$ cat src/common/dma_bus_pkg.sv
// Opcodes, address and data widths
// and the descriptor word count of the DMA command and memory buses
`default_nettype none

package dma_bus_pkg;

	localparam int ADDR_W = 32; // External and buffer address width
	localparam int DATA_W = 32;
	localparam int OP_W   = 3;

	// Command opcodes
	localparam logic [OP_W-1:0] OP_INIT = 3'd0; // Load layer descriptor
	localparam logic [OP_W-1:0] OP_FMI  = 3'd1; // Fetch input tile
	localparam logic [OP_W-1:0] OP_FMO  = 3'd2; // Flush output tile

	// Descriptor words read from address 0 upward
	localparam int INIT_WORDS = 4;

endpackage

`default_nettype wire

$ cat src/common/dma_layer_pkg.sv
// Layer descriptor field widths, tile size constants
// and the descriptor word union with its three decodings
`default_nettype none

package dma_layer_pkg;

	localparam int DIM_W = 8;  // Spatial dimension width
	localparam int CH_W  = 11; // Channel count width

	// Input tile size, output tile is this shifted by stride
	localparam logic [DIM_W-1:0] TILE_X = 8;
	localparam logic [DIM_W-1:0] TILE_Y = 8;

	// One descriptor word seen as dims, channels or a base address
	typedef union packed {
		struct packed {
			logic [11:0]      rsvd;
			logic             stride;  // 0 for stride 1, 1 for stride 2
			logic [2:0]       spare;   // Unused
			logic [DIM_W-1:0] niy;
			logic [DIM_W-1:0] nix;
		} dims;
		struct packed {
			logic [8:0]      rsvd;
			logic [CH_W-1:0] nof;
			logic            spare;
			logic [CH_W-1:0] nif;
		} chan;
		logic [31:0] raw;          // Feature map base address
	} layer_word_u;

endpackage

`default_nettype wire

$ cat src/dma_ctrl.sv
// DMA operation FSM
// external request/acknowledge sequencing and the data word register
`timescale 1ns/1ps
`default_nettype none

module dma_ctrl
	import dma_bus_pkg::*;
(
	input  logic                          clk,
	input  logic                          rst,
	input  logic                          start_i,
	input  logic [OP_W-1:0]               op_i,
	input  logic                          ext_ack_i,
	input  logic [DATA_W-1:0]             ext_rdata_i,
	input  logic [DATA_W-1:0]             buf_rdata_i,
	input  logic [$clog2(INIT_WORDS)-1:0] word_idx_i,   // Descriptor word being read
	input  logic                          init_last_i,
	input  logic [ADDR_W-1:0]             walk_addr_i,
	input  logic                          walk_last_i,
	output logic                          done_o,
	output logic                          ext_req_o,
	output logic                          ext_we_o,
	output logic [ADDR_W-1:0]             ext_addr_o,
	output logic [DATA_W-1:0]             ext_wdata_o,
	output logic                          buf_we_o,
	output logic [DATA_W-1:0]             buf_wdata_o,
	output logic                          init_start_o, // Clears word index
	output logic                          capture_o,    // Descriptor word valid
	output logic                          walk_load_o,
	output logic                          walk_fmo_o,
	output logic                          walk_step_o
);

	enum logic [2:0] {
		S_IDLE,
		S_INIT_RD,
		S_FMI_RD,
		S_FMI_WR,
		S_FMO_LD,  // Buffer read in flight
		S_FMO_WR,
		S_DONE
	} state;

	logic [DATA_W-1:0] data_q; // Element in transit
	logic              acked;

	assign acked = ext_req_o && ext_ack_i;

	always_ff @(posedge clk or posedge rst) begin
		if (rst) begin
			state     <= S_IDLE;
			ext_req_o <= 1'b0;
			ext_we_o  <= 1'b0;
		end else begin
			case (state)
				S_IDLE: begin
					if (start_i) begin
						case (op_i)
							OP_INIT: begin
								state     <= S_INIT_RD;
								ext_req_o <= 1'b1;
								ext_we_o  <= 1'b0;
							end
							OP_FMI: begin
								state     <= S_FMI_RD;
								ext_req_o <= 1'b1;
								ext_we_o  <= 1'b0;
							end
							OP_FMO:  state <= S_FMO_LD;
							default: state <= S_IDLE; // Unknown op dropped
						endcase
					end
				end
				S_INIT_RD: begin
					if (acked) begin
						ext_req_o <= 1'b0;
						if (init_last_i)
							state <= S_DONE;
					end else if (!ext_req_o) begin
						ext_req_o <= 1'b1; // Next word, one idle cycle after ack
					end
				end
				S_FMI_RD: begin
					if (acked) begin
						ext_req_o <= 1'b0;
						state     <= S_FMI_WR;
					end
				end
				S_FMI_WR: begin
					if (walk_last_i) begin
						state <= S_DONE;
					end else begin
						state     <= S_FMI_RD;
						ext_req_o <= 1'b1;
					end
				end
				S_FMO_LD: state <= S_FMO_WR;
				S_FMO_WR: begin
					if (acked) begin
						ext_req_o <= 1'b0;
						ext_we_o  <= 1'b0;
						state     <= walk_last_i ? S_DONE : S_FMO_LD;
					end else if (!ext_req_o) begin
						// First cycle here, buffer data arrives now
						ext_req_o <= 1'b1;
						ext_we_o  <= 1'b1;
					end
				end
				S_DONE:  state <= S_IDLE;
				default: state <= S_IDLE;
			endcase
		end
	end

	// Read data from either side lands in one register
	always_ff @(posedge clk) begin
		if (state == S_FMI_RD && acked)
			data_q <= ext_rdata_i;
		else if (state == S_FMO_WR && !ext_req_o)
			data_q <= buf_rdata_i;
	end

	assign done_o      = (state == S_DONE);
	assign buf_we_o    = (state == S_FMI_WR);
	assign ext_wdata_o = data_q;
	assign buf_wdata_o = data_q;

	// Word index drives the address only during init
	assign ext_addr_o = (state == S_INIT_RD) ? ADDR_W'(word_idx_i) : walk_addr_i;

	assign init_start_o = (state == S_IDLE) && start_i && (op_i == OP_INIT);
	assign capture_o    = (state == S_INIT_RD) && acked;
	assign walk_load_o  = (state == S_IDLE) && start_i && (op_i == OP_FMI || op_i == OP_FMO);
	assign walk_fmo_o   = (op_i == OP_FMO);
	assign walk_step_o  = (state == S_FMI_WR) || (state == S_FMO_WR && acked);

endmodule

`default_nettype wire

$ cat src/dma_top.sv
// DMA top level
// wires the controller, the layer registers and the tile walker
`timescale 1ns/1ps
`default_nettype none

module dma_top
	import dma_bus_pkg::*;
	import dma_layer_pkg::*;
(
	input  logic              clk,
	input  logic              rst,
	input  logic              start_i,
	input  logic [OP_W-1:0]   op_i,
	input  logic [DIM_W-1:0]  origin_x_i,  // Tile origin in the map
	input  logic [DIM_W-1:0]  origin_y_i,
	input  logic              ext_ack_i,
	input  logic [DATA_W-1:0] ext_rdata_i,
	input  logic [DATA_W-1:0] buf_rdata_i,
	output logic              done_o,
	output logic              ext_req_o,
	output logic              ext_we_o,
	output logic [ADDR_W-1:0] ext_addr_o,
	output logic [DATA_W-1:0] ext_wdata_o,
	output logic              buf_we_o,
	output logic [ADDR_W-1:0] buf_addr_o,
	output logic [DATA_W-1:0] buf_wdata_o,
	output logic [DIM_W-1:0]  nix_o,       // Layer info for the main controller
	output logic [DIM_W-1:0]  niy_o,
	output logic [CH_W-1:0]   nif_o,
	output logic [CH_W-1:0]   nof_o,
	output logic              stride_o
);

	logic                          init_start, capture, init_last;
	logic [$clog2(INIT_WORDS)-1:0] word_idx;
	logic                          walk_load, walk_fmo, walk_step, walk_last;
	logic [ADDR_W-1:0]             walk_addr;
	logic [DIM_W-1:0]              nox, noy;
	logic [ADDR_W-1:0]             ifm_base, ofm_base;

	// Op sequencing and bus handshake
	dma_ctrl u_ctrl (
		.clk          (clk),
		.rst          (rst),
		.start_i      (start_i),
		.op_i         (op_i),
		.ext_ack_i    (ext_ack_i),
		.ext_rdata_i  (ext_rdata_i),
		.buf_rdata_i  (buf_rdata_i),
		.word_idx_i   (word_idx),
		.init_last_i  (init_last),
		.walk_addr_i  (walk_addr),
		.walk_last_i  (walk_last),
		.done_o       (done_o),
		.ext_req_o    (ext_req_o),
		.ext_we_o     (ext_we_o),
		.ext_addr_o   (ext_addr_o),
		.ext_wdata_o  (ext_wdata_o),
		.buf_we_o     (buf_we_o),
		.buf_wdata_o  (buf_wdata_o),
		.init_start_o (init_start),
		.capture_o    (capture),
		.walk_load_o  (walk_load),
		.walk_fmo_o   (walk_fmo),
		.walk_step_o  (walk_step)
	);

	// Descriptor words come straight off the read bus
	layer_regs u_layer (
		.clk          (clk),
		.rst          (rst),
		.init_start_i (init_start),
		.capture_i    (capture),
		.data_i       (ext_rdata_i),
		.word_idx_o   (word_idx),
		.init_last_o  (init_last),
		.nix_o        (nix_o),
		.niy_o        (niy_o),
		.nif_o        (nif_o),
		.nof_o        (nof_o),
		.stride_o     (stride_o),
		.nox_o        (nox),
		.noy_o        (noy),
		.ifm_base_o   (ifm_base),
		.ofm_base_o   (ofm_base)
	);

	tile_walker u_walker (
		.clk        (clk),
		.rst        (rst),
		.load_i     (walk_load),
		.fmo_i      (walk_fmo),
		.step_i     (walk_step),
		.origin_x_i (origin_x_i),
		.origin_y_i (origin_y_i),
		.nix_i      (nix_o),
		.niy_i      (niy_o),
		.nox_i      (nox),
		.noy_i      (noy),
		.nif_i      (nif_o),
		.nof_i      (nof_o),
		.stride_i   (stride_o),
		.ifm_base_i (ifm_base),
		.ofm_base_i (ofm_base),
		.ext_addr_o (walk_addr),
		.buf_addr_o (buf_addr_o),
		.last_o     (walk_last)
	);

endmodule

`default_nettype wire

$ cat src/layer_regs.sv
// Layer descriptor registers with the word index
// and the output dimensions derived from the stride
`timescale 1ns/1ps
`default_nettype none

module layer_regs
	import dma_bus_pkg::*;
	import dma_layer_pkg::*;
(
	input  logic                          clk,
	input  logic                          rst,
	input  logic                          init_start_i,
	input  logic                          capture_i,
	input  logic [DATA_W-1:0]             data_i,
	output logic [$clog2(INIT_WORDS)-1:0] word_idx_o,
	output logic                          init_last_o,
	output logic [DIM_W-1:0]              nix_o,
	output logic [DIM_W-1:0]              niy_o,
	output logic [CH_W-1:0]               nif_o,
	output logic [CH_W-1:0]               nof_o,
	output logic                          stride_o,
	output logic [DIM_W-1:0]              nox_o,
	output logic [DIM_W-1:0]              noy_o,
	output logic [ADDR_W-1:0]             ifm_base_o,
	output logic [ADDR_W-1:0]             ofm_base_o
);

	layer_word_u word;

	assign word = data_i;

	always_ff @(posedge clk or posedge rst) begin
		if (rst) begin
			word_idx_o <= '0;
			nix_o      <= '0;
			niy_o      <= '0;
			nif_o      <= '0;
			nof_o      <= '0;
			stride_o   <= 1'b0;
			ifm_base_o <= '0;
			ofm_base_o <= '0;
		end else if (init_start_i) begin
			word_idx_o <= '0;
		end else if (capture_i) begin
			word_idx_o <= word_idx_o + 1'b1;
			// Decode by word position
			case (word_idx_o)
				2'd0: begin
					nix_o    <= word.dims.nix;
					niy_o    <= word.dims.niy;
					stride_o <= word.dims.stride;
				end
				2'd1: begin
					nif_o <= word.chan.nif;
					nof_o <= word.chan.nof;
				end
				2'd2:    ifm_base_o <= word.raw;
				default: ofm_base_o <= word.raw;
			endcase
		end
	end

	assign init_last_o = (word_idx_o == ($clog2(INIT_WORDS))'(INIT_WORDS - 1));

	// Stride 2 halves the output map
	assign nox_o = nix_o >> stride_o;
	assign noy_o = niy_o >> stride_o;

endmodule

`default_nettype wire

$ cat src/walker/tile_walker.sv
// Tile walker over x, y and channel with edge clipping
// generates external and buffer addresses without loop multipliers
`timescale 1ns/1ps
`default_nettype none

module tile_walker
	import dma_bus_pkg::*;
	import dma_layer_pkg::*;
(
	input  logic              clk,
	input  logic              rst,
	input  logic              load_i,     // Start of fetch or flush
	input  logic              fmo_i,      // Flush mode, output map geometry
	input  logic              step_i,
	input  logic [DIM_W-1:0]  origin_x_i,
	input  logic [DIM_W-1:0]  origin_y_i,
	input  logic [DIM_W-1:0]  nix_i,
	input  logic [DIM_W-1:0]  niy_i,
	input  logic [DIM_W-1:0]  nox_i,
	input  logic [DIM_W-1:0]  noy_i,
	input  logic [CH_W-1:0]   nif_i,
	input  logic [CH_W-1:0]   nof_i,
	input  logic              stride_i,
	input  logic [ADDR_W-1:0] ifm_base_i,
	input  logic [ADDR_W-1:0] ofm_base_i,
	output logic [ADDR_W-1:0] ext_addr_o,
	output logic [ADDR_W-1:0] buf_addr_o,
	output logic              last_o
);

	logic                 fmo_q, mode;
	logic [DIM_W-1:0]     ox_q, oy_q, x_q, y_q;   // Origin and current position
	logic [CH_W-1:0]      ch_q;
	logic [ADDR_W-1:0]    row_q;                   // Address of (ch, y, 0)
	logic [ADDR_W-1:0]    plane_q;                 // Row address of first tile row
	logic [ADDR_W-1:0]    plane_size_q;
	logic [DIM_W-1:0]     map_w, map_h, tile_w, tile_h;
	logic [CH_W-1:0]      ch_cnt;
	logic [ADDR_W-1:0]    base;
	logic [2*DIM_W-1:0]   row_off, plane_size;
	logic                 x_end, y_end, ch_end;

	// Geometry follows the incoming mode during load
	assign mode   = load_i ? fmo_i : fmo_q;
	assign map_w  = mode ? nox_i : nix_i;
	assign map_h  = mode ? noy_i : niy_i;
	assign tile_w = mode ? (TILE_X >> stride_i) : TILE_X;
	assign tile_h = mode ? (TILE_Y >> stride_i) : TILE_Y;
	assign ch_cnt = mode ? nof_i : nif_i;
	assign base   = mode ? ofm_base_i : ifm_base_i;

	// Only used at load
	assign row_off    = origin_y_i * map_w;
	assign plane_size = map_w * map_h;

	// Row or column ends at tile size or map edge
	assign x_end  = (x_q - ox_q == tile_w - 1'b1) || (x_q == map_w - 1'b1);
	assign y_end  = (y_q - oy_q == tile_h - 1'b1) || (y_q == map_h - 1'b1);
	assign ch_end = (ch_q == ch_cnt - 1'b1);
	assign last_o = x_end && y_end && ch_end;

	always_ff @(posedge clk or posedge rst) begin
		if (rst) begin
			fmo_q        <= 1'b0;
			ox_q         <= '0;
			oy_q         <= '0;
			x_q          <= '0;
			y_q          <= '0;
			ch_q         <= '0;
			row_q        <= '0;
			plane_q      <= '0;
			plane_size_q <= '0;
			buf_addr_o   <= '0;
		end else if (load_i) begin
			fmo_q        <= fmo_i;
			ox_q         <= origin_x_i;
			oy_q         <= origin_y_i;
			x_q          <= origin_x_i;
			y_q          <= origin_y_i;
			ch_q         <= '0;
			row_q        <= base + ADDR_W'(row_off);
			plane_q      <= base + ADDR_W'(row_off);
			plane_size_q <= ADDR_W'(plane_size);
			buf_addr_o   <= '0;              // Buffer fills from 0 each op
		end else if (step_i) begin
			buf_addr_o <= buf_addr_o + 1'b1;
			if (!x_end) begin
				x_q <= x_q + 1'b1;
			end else begin
				x_q <= ox_q;                 // Wrap to tile left edge
				if (!y_end) begin
					y_q   <= y_q + 1'b1;
					row_q <= row_q + ADDR_W'(map_w);
				end else begin
					// Next channel plane
					y_q     <= oy_q;
					ch_q    <= ch_q + 1'b1;
					plane_q <= plane_q + plane_size_q;
					row_q   <= plane_q + plane_size_q;
				end
			end
		end
	end

	assign ext_addr_o = row_q + ADDR_W'(x_q);

endmodule

`default_nettype wire
$ cat config.mk
export PLATFORM = sky130hd
export DESIGN_NAME = dma_top
export DESIGN_NICKNAME = d
export VERILOG_FILES = /design/src/common/dma_bus_pkg.sv /design/src/common/dma_layer_pkg.sv /design/src/dma_ctrl.sv /design/src/dma_top.sv /design/src/layer_regs.sv /design/src/walker/tile_walker.sv
export SDC_FILE = /design/constraint.sdc
export NUM_CORES = 1
export LEC_CHECK = 0
export ABC_CLOCK_PERIOD_IN_PS = 7900
export BUFFER_PORTS_ARGS = -buffer_cell sky130_fd_sc_hd__buf_2
export CAP_MARGIN = 20
export CORE_ASPECT_RATIO = 1.5
export CORE_MARGIN = 10
export CORE_UTILIZATION = 35
export DETAILED_ROUTE_END_ITERATION = 7
export PLACE_DENSITY = 0.57
export SKIP_LAST_GASP = 1
export SYNTH_ARGS = -nofsm -noshare
export SYNTH_HDL_FRONTEND = slang
export SYNTH_SLANG_ARGS = --single-unit
$ cat constraint.sdc
create_clock -name clk -period 7.9 [get_ports clk]
set_clock_uncertainty 0.05 [all_clocks]
set_input_delay 0.395 -clock clk [delete_from_list [all_inputs] [get_ports clk]]
set_output_delay 0.395 -clock clk [all_outputs]
set_load 0.005 [all_outputs]
# ---- Yosys cells after proc, flatten, opt, wreduce, memory -nomap -nowiden
# Cells that the tools add are included.
dict set report op_classes {
  n_addsub 15
  mul 2
  n_div 0
  order_cmp 0
  eq_ne 24
  shifts 3
  mux 52
  n_bitwise 2
  n_reduce_logical 37
}
# op n
set op_table {}
lappend op_table {{$mux 32} 14}
lappend op_table {{$mux 8} 10}
lappend op_table {{$add 32x16->32} 2}
lappend op_table {{$add 32x8->32} 2}
lappend op_table {{$mux 11} 5}
lappend op_table {{$add 32x1->32 const B} 1}
lappend op_table {{$eq 8x8->1} 4}
lappend op_table {{$mul 8x8->16} 2}
lappend op_table {{$sub 8x1->8 const B} 3}
lappend op_table {{$mux 3} 6}
lappend op_table {{$pmux 3 s6} 1}
lappend op_table {{$add 8x1->8 const B} 2}
lappend op_table {{$shr 8x1->8} 2}
lappend op_table {{$sub 8x8->8} 2}
lappend op_table {{$reduce_and 3->1} 5}
lappend op_table {{$reduce_bool 2->1} 6}
lappend op_table {{$add 11x1->11 const B} 1}
lappend op_table {{$eq 11x11->1} 1}
lappend op_table {{$sub 11x1->11 const B} 1}
lappend op_table {{$logic_and 1x1->1} 10}
lappend op_table {{$mux 1} 10}
lappend op_table {{$reduce_and 5->1} 2}
lappend op_table {{$eq 3x2->1 const B} 3}
lappend op_table {{$eq 3x3->1 const B} 3}
lappend op_table {{22 further kinds} 37}
dict set report word_totals {
  register_bits 298
  latchBits 0
  ram_bits 0
  romBits 0
  in_bits 87
  output_inout_bits 171
  word_cells 157
  memories 0
}

# ---- Logic depth before layout (Yosys ltp)
dict set report logic_depth {
  depth_word 13
  depth_mapped 30
  depth_no_buf 26
}

# ---- Hierarchy
# A second synthesis with hierarchy kept.
dict set report hier_totals {
  hier_cells 2547
  area_unflattened_um2 24320.8
}
# mod instances cells_per_inst area_per_inst_um2 seq_area_each_um2
set by_module_without_submodules {}
lappend by_module_without_submodules {tile_walker 1 2108 17536.8 3903.7}
lappend by_module_without_submodules {layer_regs 1 252 4523.1 2627.5}
lappend by_module_without_submodules {dma_ctrl 1 187 2260.9 1086.0}

# ---- Worst setup path before layout
# No wires, ideal clock.
dict set report synth_path {
  path_kind {register -> register}
  start {reg u_ctrl.state[0] in the netlist's numbering}
  end {reg u_walker.row_q[23]}
  setup_ns 0.094
  t_arrival_ns 7.027
  required_time_ns 7.756
  setup_slack_ns 0.729
  path_stages_with_launch 28
  n_path_buf 5
  period_less_slack_ns 7.171
  cell_sequence {dfrtp_1 > buf_2 > nor3b_1 > a21boi_1 > nor2_1 > buf_2 > buf_2 > buf_1 > clkbuf_1 > mux2i_1 > fa_1 > inv_1 > fa_1 > fa_1 > inv_1 > fa_1 > inv_1 > ha_1 > nand2_1 > a21bo_2 > and3_1 > or3_1 > a21oi_1 > o21ai_1 > a2111oi_0 > xnor2_1 > nor2_1 > a211oi_1}
}
dict set report synth_via {
  elab_chain_len 12
  elab_cells_between_ends 31
  classes_between {add/sub: 5; mul: 1; eq/ne: 6; mux: 9; reduce/logical: 10}
}
# element line
set synth_lines {}
lappend synth_lines {{from (decl)} dma_ctrl.sv:42} ;# } state;
lappend synth_lines {{from (signal assigned)} dma_ctrl.sv:102} ;# state <= walk_last_i ? S_DONE : S_FMO_LD;
lappend synth_lines {{parallel branches: the longest is 12 deep, another holds $add 32x16->32} n/a}
lappend synth_lines {{to (signal assigned)} tile_walker.sv:81} ;# row_q <= base + ADDR_W'(row_off);
lappend synth_lines {{to (signal assigned)} tile_walker.sv:93} ;# row_q <= row_q + ADDR_W'(map_w);
lappend synth_lines {{to (signal assigned)} tile_walker.sv:99} ;# row_q <= plane_q + plane_size_q;
lappend synth_lines {{to (decl)} tile_walker.sv:34} ;# logic [ADDR_W-1:0] row_q;
# Several ways; the timed one is not identified. The select of a mux whose other input is x is not followed.
# A chain may end at the register's enable or synchronous reset.

# ---- Final worst setup path
dict set report layout_path {
  start {reg u_ctrl.state[1] in the netlist's numbering}
  end {reg u_walker.row_q[23]}
}
# Same word-level chain as after synthesis.

==> flow_metrics.env <==
export IMPL_clockPowerShare=0.177
export IMPL_die_area_um2=79300
export IMPL_synth_seq_cells=298
export IMPL_core_rowCount=117
export IMPL_total_clock_buffers_created_by_cts=34
export IMPL_tritoncts="built"
export IMPL_synth_enable_flop_cells=32
export IMPL_failed_checks="hold timing"
export IMPL_area_delta_synth_final_pct=13.9
export IMPL_global_placement_routability_congestion=0.960
export IMPL_status="finished, violations left"
export IMPL_coreArea_um2=67800
export IMPL_critPathCaptureType="register"
export IMPL_power_density_nw_per_um2=355
export IMPL_grt_remaining_overflow=0
export IMPL_detailroute_via_count=20500
export IMPL_worstSetupPathType="register to register"
export IMPL_setup_tns_ns=0
export IMPL_critical_path_startpoint_type="register"
export IMPL_final_layout_size_suffix_gt1_frac=0.193
export IMPL_route_detailed_vias_per_inst=5.47
export IMPL_seq_power_share=0.254
export IMPL_clk_root_buffer_cell="clkbuf_16"
export IMPL_netlist_cell_type_count=91
export IMPL_detail_route_iter0_violations=1346
export IMPL_avgSynthCellArea_um2=9.04
export IMPL_timing_hold_ws_ns=-0.0430
export IMPL_switching_share=0.467
export IMPL_timing_reg2reg_worst_path_depth=24
export IMPL_floorplan_die_width_um=233
export IMPL_drv_slew=0
export IMPL_mappedNetlistArea_um2=23900
export IMPL_report_power_total_mw=9.65
export IMPL_grt_pass1_vias=21400
export IMPL_layoutNonFillerInstCount=3746
export IMPL_power_switching_mw=4.51
export IMPL_fp_dieH_um=340
export IMPL_critPathRequiredTime_ns=8.29
export IMPL_synth_yosys_warnings=0
export IMPL_final_setup_worst_slack_ns=0.455
export IMPL_ys_dominant_reg_cell="dfrtp_1"
export IMPL_worst_skew_pair_late_latency_ns=0.54
export IMPL_post_cts_setup_buffers=0
export IMPL_final_min_period_over_clock_period=0.942
export IMPL_power_internal_mw=5.14
export IMPL_clk_pin_slew_worst_paths_ns=0.07
export IMPL_io_pins=258
export IMPL_worst_path_max_fanout=13
export IMPL_synth_async_reset_ratio=0.893
export IMPL_synth_yosys_seq_area_share=0.319
export IMPL_vdd_drop_max_mv=0.218
export IMPL_place_hpwl_mm=64.2
export IMPL_maxCapViolations=0
export IMPL_slew_headroom=0.289
export IMPL_fin_nets=3140
export IMPL_worst_slew_pin_slew_ns=1.07
export IMPL_pin_count_of_the_biggest_net_entering_global_routing=158
export IMPL_layout_core_utilization=0.402
export IMPL_drc=0
export IMPL_drt_total_wl_mm=83.0
export IMPL_port_buffer_count=257
export IMPL_postSynthNetCount=2957
export IMPL_grt_pass1_wl_mm=128
export IMPL_min_period_ns=7.45
export IMPL_antenna_found_initial=5
export IMPL_routed_wire_length_per_instance_um=22.2
export IMPL_clock_tree_buffer_depth=3
export IMPL_max_clock_freq_mhz=134
export IMPL_clock_net_sink_count=298
export IMPL_placement_setup_worst_slack_ns=0.316
export IMPL_grt_usage=0.206
export IMPL_hold_violations=26
export IMPL_drt_antenna_violating_nets=0
export IMPL_dr_pass1_iters=5
export IMPL_post_synth_inst_count=2644
export IMPL_unrepaired_setup_endpoints_after_global_routing="no"
export IMPL_timing_critical_path_arrival_ns=7.84
export IMPL_cts_htree_levels=2
export IMPL_finalSetupViolCount=0
export IMPL_initial_core_util=0.353
export IMPL_hold_path_class="primary input to asynchronous set/reset pin"
export IMPL_post_place_cells=3683
export IMPL_comb_power_share=0.569
export IMPL_power_leakage_nw=12.9
## power groups by stage
stage | registers (mW) | clock network (mW) | logic, mW
final | 2.45 | 1.71 | 5.49
after global routing | 2.48 | 1.81 | 6.13
after CTS | 2.44 | 1.76 | 5.50
after detailed placement | 2.46 | 0 | 5.46
after global placement | 2.45 | 0 | 5.38
after floorplan | 2.22 | 0 | 3.83
## layer usage
metal	routed length [um]	global-route usage
met1	32300	0.230
met2	42100	0.366
met3	3790	0.0299
met4	4870	0.114
met5	32	0
## placed cells by master (no fill, tap or decap), drive strengths merged, types with 91 or more instances in the layout
master and n:
a21oi 103, nand2 285, buf 309, mux2 140
nor2 204, xnor2 111, dfrtp 266, fa 91
ha 135, o21ai 111, inv 236
## path summary, 6_finish.rpt
path,end,start,slack [ns]
max,u_walker.row_q[23],u_ctrl.state[1],0.45
min,u_walker.buf_addr_o[31],rst,-0.04
max reg2reg,u_walker.row_q[23],u_ctrl.state[1],0.45
min reg2reg,u_walker.plane_size_q[9],u_walker.plane_size_q[9],0.44
max in group asynchronous,u_walker.plane_size_q[11],rst,6.33
min in group clk,u_walker.ox_q[0],origin_x_i[0],0.03
## metrics by stage
step,cell area (um^2),hold slack [ns]
after floorplan,23900,0.402
after CTS,27200,0.00411
after detailed placement,26000,0.424
after global placement,26000,0.422
final,27200,-0.0430
after global routing,27200,0.0128
## worst max-delay path, cell delays in order, from the launching register on
cell and delay [ns]:
dfrtp_1 0.51, nor2_1 0.35, a32oi_1 0.21, a21oi_2 0.46, mux2_2 0.50, nand2_1 0.12
fa_1 0.47, fa_1 0.56, inv_1 0.06, fa_1 0.52, inv_1 0.06, fa_1 0.53
inv_1 0.05, ha_1 0.35, nand2_1 0.09, a21bo_2 0.22, and3_1 0.18, or3_1 0.46
a21oi_1 0.24, o21ai_1 0.17, buf_4 0.20, a2111oi_0 0.48, xnor2_1 0.18, nor2_1 0.07
a211oi_1 0.21
## cell usage after synthesis (all sizes together) (6+ instances only)
| library cell | number | area [um^2] |
|---|---|---|
| xnor2 | 111 | 972 |
| buf | 74 | 434 |
| o221ai | 8 | 70.1 |
| nand2b | 16 | 100 |
| edfxtp | 32 | 961 |
| o21a | 17 | 128 |
| a2111oi | 9 | 97.6 |
| and3 | 46 | 288 |
| nor2b | 25 | 156 |
| dfrtp | 266 | 6660 |
| a311oi | 6 | 52.6 |
| or4 | 16 | 120 |
| o31ai | 17 | 128 |
| a21boi | 7 | 52.6 |
| mux2i | 55 | 551 |
| o221a | 9 | 101 |
| nor2 | 204 | 766 |
| nor3 | 66 | 330 |
| ha | 135 | 1690 |
| nor4 | 7 | 43.8 |
| o2111ai | 6 | 58.8 |
| nand3b | 7 | 52.6 |
| o31a | 9 | 78.8 |
| nand3 | 88 | 440 |
| nand2 | 285 | 1070 |
| a21oi | 103 | 519 |
| a221oi | 11 | 96.3 |
| o22ai | 7 | 56.3 |
| a21o | 20 | 150 |
| o21ai | 111 | 571 |
| o311a | 8 | 80.1 |
| mux2 | 140 | 1580 |
| a211oi | 16 | 120 |
| nand4 | 19 | 119 |
| and2 | 41 | 257 |
| o211ai | 19 | 156 |
| xor2 | 67 | 587 |
| a31oi | 24 | 150 |
| clkbuf | 88 | 335 |
| fa | 91 | 1820 |
| nor3b | 6 | 50.1 |
| or3 | 31 | 194 |
| inv | 235 | 882 |
| a22oi | 6 | 50.1 |
## final cells by class
type,count,area [um^2]
Fill cell,6767,40600
Multi-Input combinational cell,1947,14700
Sequential cell,298,7620
Timing Repair Buffer,309,1730
Tap cell,892,1120
Clock buffer,45,953
Inverter,237,898
Clock inverter,14,221
Antenna cell,4,10.0
## repair_timing
item,CTS,global route
endpoints found under the hold margin,0,0
gates resized for setup,0,1
setup endpoints to repair,0,2
hold buffers,0,0
## flip-flops by register name, summed over array words and instances (netlist names), 2 cells and up
signal / count
u_ctrl.buf_wdata_o: 32
u_ctrl.state: 3
u_layer.ifm_base_o: 32
u_layer.nif_o: 11
u_layer.nix_o: 8
u_layer.niy_o: 8
u_layer.nof_o: 11
u_layer.ofm_base_o: 32
u_layer.word_idx_o: 2
u_walker.buf_addr_o: 32
u_walker.ch_q: 11
u_walker.ox_q: 8
u_walker.oy_q: 8
u_walker.plane_q: 32
u_walker.plane_size_q: 16
u_walker.row_q: 32
u_walker.x_q: 8
u_walker.y_q: 8
## kinds of logic after synthesis
family                   after synthesis  share of synthesized area
XOR/XNOR                             178                     0.0652
buffers and inverters                399                     0.0695
AND/OR/NAND/NOR                      883                      0.176
AO/OA/AOI/OAI                        465                      0.135
flip-flops                           298                      0.319
adder cells (fa/ha/maj)              226                      0.147
multiplexers                         195                     0.0890
No activity file was read; power rests on OpenSTA's default activity.
